===== src/rab_defs.svh =====
// Register-access subsystem widths and depths
// Shared by the link, bridge, bank and target port blocks

`ifndef RAB_DEFS_SVH
`define RAB_DEFS_SVH

// Register data width
`define RAB_DATA_W 32

// Register index width
// Top bit picks the bank, 0 scratch and 1 event
`define RAB_IDX_W 4

// Sequence tag carried in every flit
`define RAB_TAG_W 4

// Receive FIFO depth, also the initial credit count of a link
// Keep this a power of two so the FIFO pointers wrap for free
`define RAB_LINK_DEPTH 4

// Scratch bank size, must fill the low half of the index space
`define RAB_SCRATCH_REGS 8

`endif


===== src/rab_pkg.sv =====
// Register-access subsystem types
// Client request and response records and the two views of a link flit

`include "rab_defs.svh"

package rab_pkg;

	// ****************************************
	// Client side
	// ****************************************

	// One register access from the client
	typedef struct packed {
		logic wr;
		logic [`RAB_IDX_W-1:0] idx;
		logic [`RAB_DATA_W-1:0] wdata;
	} rab_req_t;

	// Result of one access
	typedef struct packed {
		logic [`RAB_DATA_W-1:0] rdata;
		logic err;
	} rab_rsp_t;

	// ****************************************
	// Link flit
	// ****************************************

	// Request view, tag in the top bits
	typedef struct packed {
		logic [`RAB_TAG_W-1:0] tag;
		rab_req_t req;
	} rab_flit_req_t;

	// Response view
	// Request carries wr and idx where the response carries err,
	// so the pad is idx-wide to keep both views the same size
	typedef struct packed {
		logic [`RAB_TAG_W-1:0] tag;
		rab_rsp_t rsp;
		logic [`RAB_IDX_W-1:0] pad;
	} rab_flit_rsp_t;

	// One link word, read as request or response depending on direction
	typedef union packed {
		rab_flit_req_t req;
		rab_flit_rsp_t rsp;
	} rab_flit_u;

endpackage


===== src/link_tx.sv =====
// Link transmitter for one direction
// Holds the credit count and launches one registered flit per send

`timescale 1ns/1ps
`include "rab_defs.svh"

module link_tx
	import rab_pkg::*;
(
	input logic rvx_port_02,
	input logic rvx_port_04,
	input logic send,
	input rab_flit_u send_flit,
	input logic credit_return,
	output logic has_credit,
	output logic flit_valid,
	output rab_flit_u flit
);

	localparam int CRED_W = $clog2(`RAB_LINK_DEPTH + 1);
	localparam logic [CRED_W-1:0] CRED_MAX = CRED_W'(`RAB_LINK_DEPTH);

	logic [CRED_W-1:0] credits_q;
	// Low for the first cycle out of reset while credits load
	logic link_up_q;

	// ****************************************
	// Credit counter
	// ****************************************

	always_ff @(posedge rvx_port_02 or negedge rvx_port_04)
	begin
		if (!rvx_port_04)
		begin
			credits_q <= CRED_MAX;
			link_up_q <= 1'b0;
			flit_valid <= 1'b0;
		end
		else
		begin
			link_up_q <= 1'b1;
			flit_valid <= send;
			// Spend on send, refill on return, both together cancel
			case ({send, credit_return})
				2'b10: credits_q <= credits_q - 1'b1;
				2'b01: credits_q <= credits_q + 1'b1;
				default: credits_q <= credits_q;
			endcase
		end
	end

	assign has_credit = link_up_q & (credits_q != '0);

	// Flit payload, only meaningful while flit_valid is high
	always_ff @(posedge rvx_port_02)
	begin
		if (send)
			flit <= send_flit;
	end

	// Sender must respect the credit count
	a_send_needs_credit: assert property (@(posedge rvx_port_02) disable iff (!rvx_port_04)
		send |-> has_credit)
		else $error("link_tx: send without credit");

	// Receiver can only return credits that were spent
	a_no_extra_credit: assert property (@(posedge rvx_port_02) disable iff (!rvx_port_04)
		credit_return |-> (credits_q != CRED_MAX))
		else $error("link_tx: credit returned while all credits held");

endmodule


===== src/link_rx.sv =====
// Link receiver for one direction
// Circular FIFO of incoming flits; each pop hands one credit back
// to the transmitter on the following cycle

`timescale 1ns/1ps
`include "rab_defs.svh"

module link_rx
	import rab_pkg::*;
(
	input logic rvx_port_02,
	input logic rvx_port_04,
	input logic flit_valid,
	input rab_flit_u flit,
	input logic pop,
	output logic out_valid,
	output rab_flit_u out_flit,
	output logic credit_return
);

	localparam int PTR_W = $clog2(`RAB_LINK_DEPTH);
	localparam int CNT_W = $clog2(`RAB_LINK_DEPTH + 1);
	localparam logic [CNT_W-1:0] FULL = CNT_W'(`RAB_LINK_DEPTH);

	rab_flit_u mem [`RAB_LINK_DEPTH];
	logic [PTR_W-1:0] rd_ptr_q;
	logic [CNT_W-1:0] count_q;
	logic [PTR_W-1:0] wr_ptr;

	// Write slot sits count entries past the head
	// Power-of-two depth, so the add wraps on its own
	assign wr_ptr = rd_ptr_q + count_q[PTR_W-1:0];

	// ****************************************
	// Storage
	// ****************************************

	always_ff @(posedge rvx_port_02)
	begin
		if (flit_valid)
			mem[wr_ptr] <= flit;
	end

	// Head of queue
	assign out_valid = (count_q != '0);
	assign out_flit = mem[rd_ptr_q];

	// ****************************************
	// Pointer, count and credit pulse
	// ****************************************

	always_ff @(posedge rvx_port_02 or negedge rvx_port_04)
	begin
		if (!rvx_port_04)
		begin
			rd_ptr_q <= '0;
			count_q <= '0;
			credit_return <= 1'b0;
		end
		else
		begin
			credit_return <= pop;
			if (pop)
				rd_ptr_q <= rd_ptr_q + 1'b1;
			case ({flit_valid, pop})
				2'b10: count_q <= count_q + 1'b1;
				2'b01: count_q <= count_q - 1'b1;
				default: count_q <= count_q;
			endcase
		end
	end

	// Credits bound the sender, so a full FIFO never sees a new flit
	a_no_overflow: assert property (@(posedge rvx_port_02) disable iff (!rvx_port_04)
		flit_valid |-> (count_q != FULL))
		else $error("link_rx: flit arrived while FIFO full");

	// Consumer pops only what it was shown
	a_no_underflow: assert property (@(posedge rvx_port_02) disable iff (!rvx_port_04)
		pop |-> out_valid)
		else $error("link_rx: pop while FIFO empty");

endmodule


===== src/req_bridge.sv =====
// Client request bridge
// Takes one request when idle, sends it as a tagged flit on the request
// link, then waits for the response flit and hands it back as a
// one-cycle response pulse

`timescale 1ns/1ps
`include "rab_defs.svh"

module req_bridge
	import rab_pkg::*;
(
	input logic rvx_port_02,
	input logic rvx_port_04,
	input logic req_valid,
	input rab_req_t req,
	output logic req_ready,
	output logic rsp_valid,
	output rab_rsp_t rsp,
	input logic tx_has_credit,
	output logic tx_send,
	output rab_flit_u tx_flit,
	input logic rx_valid,
	input rab_flit_u rx_flit,
	output logic rx_pop
);

	localparam logic ST_IDLE = 1'b0;
	localparam logic ST_WAIT = 1'b1;

	logic state_q;
	logic [`RAB_TAG_W-1:0] tag_q;
	logic [`RAB_TAG_W-1:0] out_tag;
	logic accept;

	// ****************************************
	// Request side
	// ****************************************

	// Idle and a slot free on the link
	assign req_ready = (state_q == ST_IDLE) & tx_has_credit;
	assign accept = req_valid & req_ready;

	// Launch goes out in the accepting cycle
	assign tx_send = accept;

	always_comb
	begin
		tx_flit = '0;
		tx_flit.req.tag = tag_q;
		tx_flit.req.req = req;
	end

	// Two-state control plus the running sequence tag
	always_ff @(posedge rvx_port_02 or negedge rvx_port_04)
	begin
		if (!rvx_port_04)
		begin
			state_q <= ST_IDLE;
			tag_q <= '0;
		end
		else
		begin
			case (state_q)
				ST_IDLE:
					if (accept)
					begin
						state_q <= ST_WAIT;
						tag_q <= tag_q + 1'b1;
					end
				ST_WAIT:
					if (rx_valid)
						state_q <= ST_IDLE;
				default:
					state_q <= ST_IDLE;
			endcase
		end
	end

	// ****************************************
	// Response side
	// ****************************************

	// Response flits are drained the cycle they show up
	assign rx_pop = rx_valid;
	assign rsp_valid = rx_pop;
	assign rsp = rx_flit.rsp.rsp;

	// Tag of the request in flight, the counter has already moved on
	assign out_tag = tag_q - 1'b1;

	// Target must echo the tag of the single outstanding request
	a_rsp_tag_match: assert property (@(posedge rvx_port_02) disable iff (!rvx_port_04)
		rx_valid |-> (state_q == ST_WAIT) && (rx_flit.rsp.tag == out_tag))
		else $error("req_bridge: response tag %0h, expected %0h", rx_flit.rsp.tag, out_tag);

endmodule


===== src/scratch_bank.sv =====
// Scratch register bank
// Eight general read/write registers with a registered read port

`timescale 1ns/1ps
`include "rab_defs.svh"

module scratch_bank
(
	input logic rvx_port_02,
	input logic rvx_port_04,
	input logic en,
	input logic wr,
	input logic [`RAB_IDX_W-2:0] idx,
	input logic [`RAB_DATA_W-1:0] wdata,
	output logic [`RAB_DATA_W-1:0] rdata
);

	logic [`RAB_DATA_W-1:0] regs_q [`RAB_SCRATCH_REGS];

	// ****************************************
	// Register file
	// ****************************************

	always_ff @(posedge rvx_port_02 or negedge rvx_port_04)
	begin
		if (!rvx_port_04)
		begin
			for (int i = 0; i < `RAB_SCRATCH_REGS; i++)
				regs_q[i] <= '0;
		end
		else if (en && wr)
		begin
			regs_q[idx] <= wdata;
		end
	end

	// Read port
	// Write returns the value just stored
	always_ff @(posedge rvx_port_02)
	begin
		if (en)
		begin
			if (wr)
				rdata <= wdata;
			else
				rdata <= regs_q[idx];
		end
	end

endmodule


===== src/event_bank.sv =====
// Event counter bank
// Counts scratch writes, scratch reads, errors and all requests;
// a read samples a counter and a write clears it

`timescale 1ns/1ps
`include "rab_defs.svh"

module event_bank
(
	input logic rvx_port_02,
	input logic rvx_port_04,
	input logic en,
	input logic wr,
	input logic [`RAB_IDX_W-2:0] idx,
	input logic ev_write,
	input logic ev_read,
	input logic ev_err,
	output logic [`RAB_DATA_W-1:0] rdata,
	output logic err
);

	localparam int EV_REGS = 4;
	localparam int EV_SEL_W = $clog2(EV_REGS);

	logic [`RAB_DATA_W-1:0] cnt_q [EV_REGS];
	logic [EV_REGS-1:0] inc;
	logic in_range;

	// Only the lower half of the event window is mapped
	assign in_range = ~idx[`RAB_IDX_W-2];

	// Per-counter increment strobes
	// 0 scratch writes, 1 scratch reads, 2 errors, 3 every request
	assign inc[0] = ev_write;
	assign inc[1] = ev_read;
	assign inc[2] = ev_err;
	assign inc[3] = en | ev_write | ev_read;

	// ****************************************
	// Counters
	// ****************************************

	always_ff @(posedge rvx_port_02 or negedge rvx_port_04)
	begin
		if (!rvx_port_04)
		begin
			for (int i = 0; i < EV_REGS; i++)
				cnt_q[i] <= '0;
		end
		else
		begin
			for (int i = 0; i < EV_REGS; i++)
			begin
				// Clear wins over a same-cycle count
				if (en && wr && in_range && (idx[EV_SEL_W-1:0] == EV_SEL_W'(i)))
					cnt_q[i] <= '0;
				else if (inc[i])
					cnt_q[i] <= cnt_q[i] + 1'b1;
			end
		end
	end

	// Sample before this request's own events land
	always_ff @(posedge rvx_port_02)
	begin
		if (en)
		begin
			rdata <= in_range ? cnt_q[idx[EV_SEL_W-1:0]] : '0;
			err <= ~in_range;
		end
	end

endmodule


===== src/target_port.sv =====
// Target port
// Pops request flits, steers each one to the scratch or event bank,
// and returns the bank result as a response flit one cycle later

`timescale 1ns/1ps
`include "rab_defs.svh"

module target_port
	import rab_pkg::*;
(
	input logic rvx_port_02,
	input logic rvx_port_04,
	input logic rx_valid,
	input rab_flit_u rx_flit,
	output logic rx_pop,
	input logic tx_has_credit,
	output logic tx_send,
	output rab_flit_u tx_flit
);

	rab_flit_req_t rq;
	logic bank_sel;
	logic [`RAB_IDX_W-2:0] idx_low;
	logic sc_en;
	logic ev_en;
	logic ev_write;
	logic ev_read;
	logic ev_err;

	// Request in its second cycle
	logic pend_q;
	logic sel_q;
	logic [`RAB_TAG_W-1:0] tag_q;

	logic [`RAB_DATA_W-1:0] sc_rdata;
	logic [`RAB_DATA_W-1:0] ev_rdata;
	logic ev_err_q;

	// ****************************************
	// Decode
	// ****************************************

	assign rq = rx_flit.req;
	assign bank_sel = rq.req.idx[`RAB_IDX_W-1];
	assign idx_low = rq.req.idx[`RAB_IDX_W-2:0];

	// One request at a time, and only with a response slot reserved
	assign rx_pop = rx_valid & tx_has_credit & ~pend_q;

	assign sc_en = rx_pop & ~bank_sel;
	assign ev_en = rx_pop & bank_sel;

	// Event strobes
	assign ev_write = sc_en & rq.req.wr;
	assign ev_read = sc_en & ~rq.req.wr;
	// Event indices 4 to 7 are unmapped
	assign ev_err = ev_en & idx_low[`RAB_IDX_W-2];

	// ****************************************
	// Banks
	// ****************************************

	scratch_bank u_scratch (
		.rvx_port_02(rvx_port_02),
		.rvx_port_04(rvx_port_04),
		.en(sc_en),
		.wr(rq.req.wr),
		.idx(idx_low),
		.wdata(rq.req.wdata),
		.rdata(sc_rdata)
	);

	event_bank u_event (
		.rvx_port_02(rvx_port_02),
		.rvx_port_04(rvx_port_04),
		.en(ev_en),
		.wr(rq.req.wr),
		.idx(idx_low),
		.ev_write(ev_write),
		.ev_read(ev_read),
		.ev_err(ev_err),
		.rdata(ev_rdata),
		.err(ev_err_q)
	);

	// ****************************************
	// Response
	// ****************************************

	always_ff @(posedge rvx_port_02 or negedge rvx_port_04)
	begin
		if (!rvx_port_04)
			pend_q <= 1'b0;
		else
			pend_q <= rx_pop;
	end

	// Remember tag and bank for the merge
	always_ff @(posedge rvx_port_02)
	begin
		if (rx_pop)
		begin
			tag_q <= rq.tag;
			sel_q <= bank_sel;
		end
	end

	// Credit seen at pop is still there, nothing else spends it
	assign tx_send = pend_q;

	always_comb
	begin
		tx_flit = '0;
		tx_flit.rsp.tag = tag_q;
		tx_flit.rsp.rsp.rdata = sel_q ? ev_rdata : sc_rdata;
		// Scratch bank never faults
		tx_flit.rsp.rsp.err = sel_q & ev_err_q;
	end

endmodule


===== src/rab_top.sv =====
// Register-access subsystem top
// Bridge, request and response links, and the target port with its banks

`timescale 1ns/1ps

module rab_top
	import rab_pkg::*;
(
	input logic rvx_port_02,
	input logic rvx_port_04,
	input logic req_valid,
	input rab_req_t req,
	output logic req_ready,
	output logic rsp_valid,
	output rab_rsp_t rsp
);

	// Request direction
	logic rq_has_credit;
	logic rq_send;
	rab_flit_u rq_send_flit;
	logic rq_link_valid;
	rab_flit_u rq_link_flit;
	logic rq_credit;
	logic rq_out_valid;
	rab_flit_u rq_out_flit;
	logic rq_pop;

	// Response direction
	logic rs_has_credit;
	logic rs_send;
	rab_flit_u rs_send_flit;
	logic rs_link_valid;
	rab_flit_u rs_link_flit;
	logic rs_credit;
	logic rs_out_valid;
	rab_flit_u rs_out_flit;
	logic rs_pop;

	req_bridge u_bridge (
		.rvx_port_02(rvx_port_02),
		.rvx_port_04(rvx_port_04),
		.req_valid(req_valid),
		.req(req),
		.req_ready(req_ready),
		.rsp_valid(rsp_valid),
		.rsp(rsp),
		.tx_has_credit(rq_has_credit),
		.tx_send(rq_send),
		.tx_flit(rq_send_flit),
		.rx_valid(rs_out_valid),
		.rx_flit(rs_out_flit),
		.rx_pop(rs_pop)
	);

	// ****************************************
	// Request link
	// ****************************************

	link_tx u_req_tx (
		.rvx_port_02(rvx_port_02),
		.rvx_port_04(rvx_port_04),
		.send(rq_send),
		.send_flit(rq_send_flit),
		.credit_return(rq_credit),
		.has_credit(rq_has_credit),
		.flit_valid(rq_link_valid),
		.flit(rq_link_flit)
	);

	link_rx u_req_rx (
		.rvx_port_02(rvx_port_02),
		.rvx_port_04(rvx_port_04),
		.flit_valid(rq_link_valid),
		.flit(rq_link_flit),
		.pop(rq_pop),
		.out_valid(rq_out_valid),
		.out_flit(rq_out_flit),
		.credit_return(rq_credit)
	);

	target_port u_target (
		.rvx_port_02(rvx_port_02),
		.rvx_port_04(rvx_port_04),
		.rx_valid(rq_out_valid),
		.rx_flit(rq_out_flit),
		.rx_pop(rq_pop),
		.tx_has_credit(rs_has_credit),
		.tx_send(rs_send),
		.tx_flit(rs_send_flit)
	);

	// ****************************************
	// Response link
	// ****************************************

	link_tx u_rsp_tx (
		.rvx_port_02(rvx_port_02),
		.rvx_port_04(rvx_port_04),
		.send(rs_send),
		.send_flit(rs_send_flit),
		.credit_return(rs_credit),
		.has_credit(rs_has_credit),
		.flit_valid(rs_link_valid),
		.flit(rs_link_flit)
	);

	link_rx u_rsp_rx (
		.rvx_port_02(rvx_port_02),
		.rvx_port_04(rvx_port_04),
		.flit_valid(rs_link_valid),
		.flit(rs_link_flit),
		.pop(rs_pop),
		.out_valid(rs_out_valid),
		.out_flit(rs_out_flit),
		.credit_return(rs_credit)
	);

endmodule


===== config.mk =====
export PLATFORM = sky130hd
export DESIGN_NAME = rab_top
export DESIGN_NICKNAME = d
export VERILOG_FILES = /design/src/rab_pkg.sv /design/src/link_tx.sv /design/src/link_rx.sv /design/src/req_bridge.sv /design/src/scratch_bank.sv /design/src/event_bank.sv /design/src/target_port.sv /design/src/rab_top.sv
export VERILOG_INCLUDE_DIRS = /design/src /design/src/src
export SDC_FILE = /design/constraint.sdc
export NUM_CORES = 1
export LEC_CHECK = 0
export ABC_AREA = 1
export BUFFER_PORTS_ARGS = -buffer_cell sky130_fd_sc_hd__buf_4
export CORE_MARGIN = 4
export CORE_UTILIZATION = 34
export CTS_BUF_LIST = sky130_fd_sc_hd__clkbuf_8
export DETAILED_ROUTE_END_ITERATION = 8
export GPL_TIMING_DRIVEN = 0
export PLACE_DENSITY = 0.51
export SYNTH_ARGS = -nofsm -noshare
export SYNTH_HDL_FRONTEND = slang
export SYNTH_SLANG_ARGS = --single-unit

===== constraint.sdc =====
create_clock -name rvx_port_02 -period 6 [get_ports rvx_port_02]
set_clock_uncertainty 0.1 [all_clocks]
set_input_delay 0.6 -clock rvx_port_02 [delete_from_list [all_inputs] [get_ports rvx_port_02]]
set_output_delay 0.6 -clock rvx_port_02 [all_outputs]
set_load 0.01 [all_outputs]

-- Word level (Yosys, flattened, before mapping)
Memory sizes are Yosys's and may differ from the RTL's.
Index checks and enable logic that the tools add are counted.
- flip-flop bits (word level): 558
- bits in latches: 0
- RAM bits: 312
- ROM bits: 0
- logic and storage cells: 138
- memories kept: 2
- memories (memory ; depth ; bits a word ; rd ports ; clocked after Yosys merged registers in ; wr ports ; line ; source):
    u_req_rx.mem ; 4 ; 41 ; 1 ; 0 ; 1 ; link_rx.sv:25 ; rab_flit_u mem [`RAB_LINK_DEPTH];
    u_rsp_rx.mem ; 4 ; 37 ; 1 ; 0 ; 1 ; link_rx.sv:25 ;
- add/subtract/negate cells: 17
- multiply operators: 0
- div/mod/pow operators: 0
- magnitude comparators: 3
- equality and inequality tests: 11
- shift-type cells: 0
- mux-type cells: 30
- bitwise logic cells: 21
- reductions and logical operators: 22
- operators by type and width (cell ; number):
    2-to-1 mux 32 bit ; 15
    bitwise mux 256 bit ; 1
    adder 32 x 1 -> 32 bit, second input constant ; 4
    binary-select mux 32 bit (select 3 bit) ; 1
    demux 32 bit (select 3 bit) ; 1
    binary-select mux 32 bit (select 2 bit) ; 1
    case mux 3 bit (2 select lines) ; 4
    nonzero test 2 bit ; 8
    adder 3 x 1 -> 3 bit, second input constant ; 4
    AND 1 bit ; 12
    == test 2 bit, second input constant ; 6
    nonzero test 3 bit ; 4
    subtractor 3 x 1 -> 3 bit, second input constant ; 4
    == test 2 x 1 -> 1 bit, second input constant ; 5
    logical AND 1 bit ; 8
    2-to-1 mux 1 bit ; 6
    inverter 1 bit ; 5
    adder 2 x 1 -> 2 bit, second input constant ; 2
    adder 2 bit ; 2
    adder 4 x 1 -> 4 bit, second input constant ; 1
    >= comparator 4 bit, second input constant ; 1
    less-than comparator 4 x 1 -> 1 bit, second input constant ; 1
    inverter 3 -> 4 bit ; 1
    >= comparator 3 bit, second input constant ; 1
    other kinds (5) ; 6

-- Logic depth before layout (Yosys ltp)
Gate-level depths: netlist (run 1).
- word-level depth: 10
- gate-level depth with buffers: 13
- mapped depth without buffers: 11

-- Hierarchy
A second synthesis (run 1) with hierarchy kept.
- cell total of the unflattened synthesis: 4528
- area total of the unflattened synthesis: 41015.6 sq um
- by module, submodules not included (module ; instances ; cells an instance ; area each (sq um)):
    link_rx ; 2 ; 524 ; 6759.0
    scratch_bank ; 1 ; 1785 ; 13462.9
    event_bank ; 1 ; 1336 ; 9450.3
    link_tx ; 2 ; 66 ; 1472.7
    target_port ; 1 ; 128 ; 848.3
    req_bridge ; 1 ; 99 ; 790.8

-- Least setup slack after synthesis (run 1)
OpenSTA, ideal clock, no wires.
- path type: register to register
- start point: register u_req_rx.rd_ptr_q[1]
- end point: memory u_req_rx.mem[0][0] (netlist bit) (enable)
- data arrival time: 3.515 ns
- setup slack: 1.908 ns
- cell stages (with the launch flop): 6
- buffers on the path: 1
- clock period less this slack: 4.092 ns
- path through: dfrtp_1 -> buf_4 -> xnor2_1 -> xor2_1 -> inv_1 -> nor3_1
- longest elaborated chain between the ends: 1
- RTL lines (item ; line ; source):
    start: declaration ; link_rx.sv:26 ; logic [PTR_W-1:0] rd_ptr_q;
    start signal: assignment ; link_rx.sv:64 ; rd_ptr_q <= rd_ptr_q + 1'b1;
    adder 2 bit ; link_rx.sv:32 ; assign wr_ptr = rd_ptr_q + count_q[PTR_W-1:0];
    end: declaration ; link_rx.sv:25 ;
No other way between the ends.

==> results of run 1 <==
repair_timing:
item / 4_1_cts / 5_1_grt
buffers inserted: 0 / 0
hold endpoints to repair: 116 / 0
hold buffers: 38 / 0
resized for setup: 0 / 0
routing by layer:
layer / global-route usage, % / vias to the layer above / routed length (µm)
met2: 33.5 / 984 / 56400
met4: 9.04 / 0 / 5110
met3: 3.34 / 243 / 7430
met1: 28.6 / 14492 / 53700
li1: - / 14194 / -
met5: 0 / - / 0
report_power, final:
group	switching (mW)	leakage [nW]	total [mW]	internal [mW]
logic	0.0668	6.77	0.107	0.0398
clock network	2.37	1.61	5.00	2.63
registers	0.0000736	9.19	5.89	5.89
area by class of cell:
type	instances	share of cell area [%]
sequential	822	52.3
multi-input combinational	2800	29.9
clock buffer	164	5.21
tap	1414	4.08
timing repair buffer	145	3.26
buffer	217	2.31
inverter	201	1.74
clock inverter	95	1.18
antenna	1	0.00577
flip-flops by register name (all words and copies together), names as in the netlist, 3 cells and up:
name / count
u_req_tx.flit: 37
u_rsp_tx.credits_q: 3
u_req_rx.mem: 148
u_target.u_scratch.rdata: 32
u_req_tx.credits_q: 3
u_target.u_event.rdata: 32
u_rsp_rx.count_q: 3
u_target.u_scratch.regs_q: 256
u_req_rx.count_q: 3
u_rsp_tx.flit: 33
u_target.u_event.cnt_q: 128
u_rsp_rx.mem: 132
Yosys cell counts (34+ instances only):
| cell | number | share of area, % |
|---|---|---|
| mux2_2 | 34 | 1.0 |
| buf_2 | 119 | 1.6 |
| nand4_1 | 49 | 0.82 |
| edfxtp_1 | 416 | 33 |
| dfrtp_1 | 404 | 27 |
| o22ai_1 | 35 | 0.59 |
| nand3_1 | 384 | 5.1 |
| clkbuf_1 | 68 | 0.68 |
| inv_1 | 184 | 1.8 |
| a21oi_1 | 136 | 1.8 |
| o21ai_1 | 239 | 3.2 |
| xor2_1 | 41 | 0.96 |
| nand2_1 | 1233 | 12 |
| o21ai_0 | 139 | 1.9 |
| nor2_1 | 375 | 3.8 |
critical path, delay by kind of cell (launching register included):
kind / cells / cell delay (ns)
buf+inv: 5 / 1.52
simple gates: 1 / 0.08
flops: 1 / 0.40
compound gates: 1 / 0.57
kinds of logic (layout without fill, tap and decap cells):
logic type	Yosys count	count (layout)	share of synthesized area (%)
XOR/XNOR	53	53	1.24
flip-flops	822	822	60.6
AO/OA/AOI/OAI	593	593	8.48
buffers and inverters	418	822	4.70
adder cells (fa/ha/maj)	14	14	0.549
other	1	2	0.0100
multiplexers	34	34	1.02
AND/OR/NAND/NOR	2105	2105	23.3
path summary, 6_finish.rpt:
path / startpoint / to / slack, ns / depth (start not counted)
worst max-delay path: u_rsp_rx.rd_ptr_q[0]$_DFFE_PN0N_ / rsp[9] / 1.93 / 7
worst min-delay path: req_valid / u_bridge.state_q$_DFF_PN0_ / 0.23 / 3
worst max register to register: u_target.tx_send$_DFF_PN0_ / u_target.u_scratch.regs_q[246]$_DFFE_PN0P_ / 2.37 / 9
worst min register to register: u_target.u_scratch.regs_q[11]$_DFFE_PN0P_ / u_target.u_scratch.regs_q[11]$_DFFE_PN0P_ / 0.39 / 2
max in group asynchronous: rvx_port_04 / u_target.u_event.cnt_q[123]$_DFFE_PN0P_ / 3.83 / 5
min in group asynchronous: rvx_port_04 / u_target.u_scratch.regs_q[174]$_DFFE_PN0P_ / 0.31 / 2
stage by stage:
| step | std cells | hold WS, ns | TNS (ns) | instance area [µm²] | power, mW |
|---|---|---|---|---|---|
| floorplan | 4040 | 0.204 | 0 | 37400 | 6.00 |
| global placement | 5528 | 0.367 | -176.10 | 39700 | 6.08 |
| detailed placement | 5561 | 0.374 | 0 | 40200 | 6.09 |
| CTS | 5858 | 0.151 | 0 | 43300 | 11.1 |
| global route | 5859 | 0.261 | 0 | 43400 | 11.4 |
| finish | 5859 | 0.228 | 0 | 43400 | 11.0 |
==> flow_summary_export.csv, run 1 <==
group,metric,value,unit
setup_path,path_common_cell,"clkbuf_1",
hold_path,hp-class,"in2reg",
timing,setup_viol,0,
grt,grt_overflow_total,0,
power_and_ir_drop,p_leak,17.6,nW
power_and_ir_drop,p_per_area,254,nW/µm²
setup_path,endpoint_kind,"output pin",
drt,firstDrtPassIters,6,
placement,hpwl,87200,µm
placement,port-buffer-count,74,
final_layout,nNetsFinal,4386,
timing,relSlewSlack,35.5,%
grt,grt_pass1_vias,29133,
die,start_util,34.3,%
cts,clkLatencyLatePin,0.80,ns
placement,pre_cts_ws,2.39,ns
timing,setup_ws,1.93,ns
drt,wl,123000,µm
cts,htreeDepth,4,
drt,drt_iter0_markers,2969,
setup_path,arrival,3.37,ns
setup_path,path_class,"reg2out",
drt,post-route-drc-count,0,
cts,cts_sinks,822,
status,status,"finished, final reports clean",
grt,grt_pass1_wl,185000,µm
setup_path,cp_slowest_cell,"o22ai_1",
cts,clock_path_buffers,3,
die,core_area,109000,µm²
logic_synthesis,yosysSeqAreaShare,60.6,%
timing,period_needed,4.07,ns
setup_path,worstPathMaxFanout,10,
drt,vias,29913,
setup_path,worst_ep_required_time,5.30,ns
logic_synthesis,syn-num-nets,4094,
cts,numCtsBuffers,145,
drt,viasPerCell,5.11,
die,die-width,339,µm
power_and_ir_drop,vdd_drop_max,0.160,mV
final_layout,final_common_cell,"nand2_1",
logic_synthesis,yosys_most_used_dff,"edfxtp_1",
final_layout,final_util,39.8,%
drt,wire_per_inst,20.9,µm
drt,postRouteAntennaNets,0,
timing,timing_hold_violations_final,0,
setup_path,path_cells,"clkbuf_1, inv_1, clkbuf_1, clkbuf_1, nor2_1, o22ai_1, buf_4",
die,ios,75,
cts,cts_root_buf,"clkbuf_8",
logic_synthesis,synth-edff-count,416,
die,dieHeight,339,µm
die,dieArea,115000,µm²
timing,maxSlewViolCount,0,
final_layout,ff_latch_area,22700,µm²
setup_path,cp-start-kind,"register",
final_layout,fillCellCount,11060,
logic_synthesis,synth-async-reset-ratio,49.4,%
final_layout,area_growth,16.1,%
placement,routabilityCongestion,0.897,
timing,max_freq,245,MHz
timing,worst_pin_slew,0.962,ns
logic_synthesis,synth-warning-count,0,
final_layout,final_cell_mix,"nand2_1, edfxtp_1, dfrtp_1",
cts,cts_tree,"built",
logic_synthesis,syn_area,37400,µm²
logic_synthesis,synth_area_per_cell,9.25,µm²
grt,grt_max_degree,105,
final_layout,drive_above_1_share,11.5,%
setup_path,max_stage_delay,0.57,ns
die,num_rows,121,
cts,clk_pin_slew_worst_paths,0.06,ns
timing,rsz0062_at_grt,"false",
logic_synthesis,ys_types,41,
final_layout,multiInputGateArea,13000,µm²
run,drv_cap,0,
logic_synthesis,ys_ff_latch,822,
logic_synthesis,synthCells,4040,
grt,antenna_found_initial,3,
grt,grtUsageTotal,21.0,%
timing,fin_crit_sh,67.9,%
Note: power is estimated with default switching activity, not from simulation.
==> run 2: changes to the inputs <==
==> constraint.sdc (replaced) <==
create_clock -name rvx_port_02 -period 3.8 [get_ports rvx_port_02]
set_clock_uncertainty 0.1 [all_clocks]
set_input_delay 0.38 -clock rvx_port_02 [delete_from_list [all_inputs] [get_ports rvx_port_02]]
set_output_delay 0.38 -clock rvx_port_02 [all_outputs]
set_load 0.01 [all_outputs]
==> flow_summary_export.csv, run 2 (synthesis results as in run 1) <==
group,metric,value,unit
die,die-width,339,µm
timing,rsz0062_at_grt,"false",
setup_path,path_common_cell,"buf_2",
die,dieHeight,339,µm
setup_path,crit_buf_inv,4,
die,num_rows,121,
drt,viasPerCell,5.13,
final_layout,final_cell_mix,"nand2_1, edfxtp_1, dfrtp_1",
cts,clkLatencyLatePin,0.82,ns
timing,maxSlewViolCount,0,
cts,post_cts_buffers,0,
timing,period_needed,3.68,ns
final_layout,final_util,39.8,%
die,ios,75,
timing,relSlewSlack,32.8,%
final_layout,final_common_cell,"nand2_1",
cts,cts_root_buf,"clkbuf_8",
timing,max_freq,272,MHz
final_layout,largest_reg_flops,256,
setup_path,worst_ep_required_time,4.38,ns
setup_path,path_class,"reg2reg",
status,status,"finished, final reports clean",
die,core_area,109000,µm²
grt,antenna_found_initial,6,
final_layout,nNetsFinal,4385,
cts,cts_sinks,822,
drt,firstDrtPassIters,6,
power_and_ir_drop,power,17.3,mW
setup_path,arrival,4.26,ns
setup_path,cpLargestDelayFamily,"buffers and inverters",
cts,clock_path_buffers,3,
drt,wl,124000,µm
timing,setup_viol,0,
drt,drt_iter0_markers,2927,
power_and_ir_drop,vdd_drop_max,0.279,mV
drt,postRouteAntennaNets,0,
final_layout,ff_latch_area,22700,µm²
drt,post-route-drc-count,0,
cts,numCtsBuffers,144,
power_and_ir_drop,p_leak,17.6,nW
final_layout,drive_above_1_share,11.3,%
placement,routabilityCongestion,0.911,
setup_path,endpoint_kind,"register",
cts,cts_tree,"built",
grt,grt_overflow_total,0,
grt,grtUsageTotal,21.2,%
drt,wire_per_inst,21.1,µm
timing,timing_hold_violations_final,0,
cts,clk_pin_slew_worst_paths,0.06,ns
final_layout,area_growth,16.0,%
run,drv_cap,0,
timing,worst_pin_slew,1.00,ns
setup_path,path_cells,"nor2_1, nand3_2, inv_2, buf_2, buf_2, ha_1, inv_1, fa_1, a21oi_1, o21ai_0, xor2_1",
timing,fin_crit_sh,96.8,%
final_layout,fillCellCount,11051,
setup_path,worstPathMaxFanout,37,
die,dieArea,115000,µm²
drt,vias,30015,
setup_path,max_stage_delay,0.69,ns
hold_path,hp-class,"in2reg",
placement,hpwl,87900,µm
grt,grt_pass1_wl,186000,µm
placement,placed_cells,5558,
power_and_ir_drop,p_per_area,399,nW/µm²
grt,grt_pass1_vias,29087,
final_layout,multiInputGateArea,13000,µm²
cts,htreeDepth,4,
setup_path,cp-start-kind,"register",
placement,port-buffer-count,74,
final_layout,largest_registers,"u_target.u_scratch.regs_q x256, u_req_rx.mem x148, u_rsp_rx.mem x132",
setup_path,cp_slowest_cell,"dfrtp_4",
final_layout,final_cells,5852,
die,start_util,34.3,%
grt,grt_max_degree,103,
final_layout,regMostFlops,"u_target.u_scratch.regs_q",
[run 2: cell count changes in the layout (fill, tap and decap cells not counted), moves of 3 or more]
cell           change
inv_1              +9
buf_8              -3
dlygate4sd3_1      +3
clkinv_1           -4
clkbuf_8           +3
buf_6              -3
clkinv_2          -12
[run 2: through the flow]
stage               worst slack, ns  TNS [ns]  cell area, µm²  hold WS (ns)
finish                        0.122         0           43300         0.191
CTS                          0.0245         0           43300         0.106
floorplan                    -0.292    -30.65           37400       -0.0156
global placement              -2.56  -1510.84           39700         0.367
global route                 0.0212         0           43300         0.146
detailed placement           -0.167     -7.52           40200         0.252
[run 2: worst reg2reg max path, cell delays in order (launching register included)]
cell     delay (ns)
dfrtp_4        0.69
nor2_1         0.43
nand3_2        0.39
inv_2          0.23
buf_2          0.27
buf_2          0.38
ha_1           0.22
inv_1          0.07
fa_1           0.37
a21oi_1        0.14
o21ai_0        0.11
xor2_1         0.15
[run 2: layer usage]
layer / part of all wire (%) / vias to the layer above / global-route usage (%)
met4: 3.8 / 0 / 8.36
met3: 6.1 / 201 / 3.28
met1: 44 / 14576 / 29.2
met5: 0 / - / 0
li1: - / 14181 / -
met2: 46 / 1057 / 33.7
[run 2: final timing paths]
kind | from | end | depth (start not counted) | slack (ns)
min reg2reg | u_req_tx.flit[36]$_DFFE_PP_ | u_req_rx.mem[2][36]$_DFFE_PP_ | 0 | 0.38
min in group asynchronous | rvx_port_04 | u_target.u_scratch.regs_q[80]$_DFFE_PN0P_ | 3 | 0.54
max in group asynchronous | rvx_port_04 | u_target.u_scratch.regs_q[239]$_DFFE_PN0P_ | 4 | 1.38
min | req[12] | u_req_tx.flit[12]$_DFFE_PP_ | 2 | 0.19
max | u_target.tx_send$_DFF_PN0_ | u_req_rx.count_q[2]$_DFFE_PN0P_ | 11 | 0.12
max reg2reg | u_target.tx_send$_DFF_PN0_ | u_req_rx.count_q[2]$_DFFE_PN0P_ | 11 | 0.12
[run 2: timing repair]
item                                    4_1_cts  5_1_grt
hold buffers                                 41        0
endpoints found under the setup margin       67      124
resized for setup                             4        2
hold endpoints to repair                    250        0
[run 2: layout make-up]
type / count / share of cell area, %
antenna: 1 / 0.00577
buffer: 217 / 2.32
clock buffer: 167 / 5.30
clock inverter: 85 / 0.993
inverter: 201 / 1.75
multi-input combinational: 2800 / 30.0
sequential: 822 / 52.3
tap: 1414 / 4.08
timing repair buffer: 145 / 3.27
[run 2: report_power, final]
group	switching, mW	internal (mW)
sequential	0.000125	9.30
combinational	0.106	0.0648
clock	3.71	4.13
total	3.81	13.5
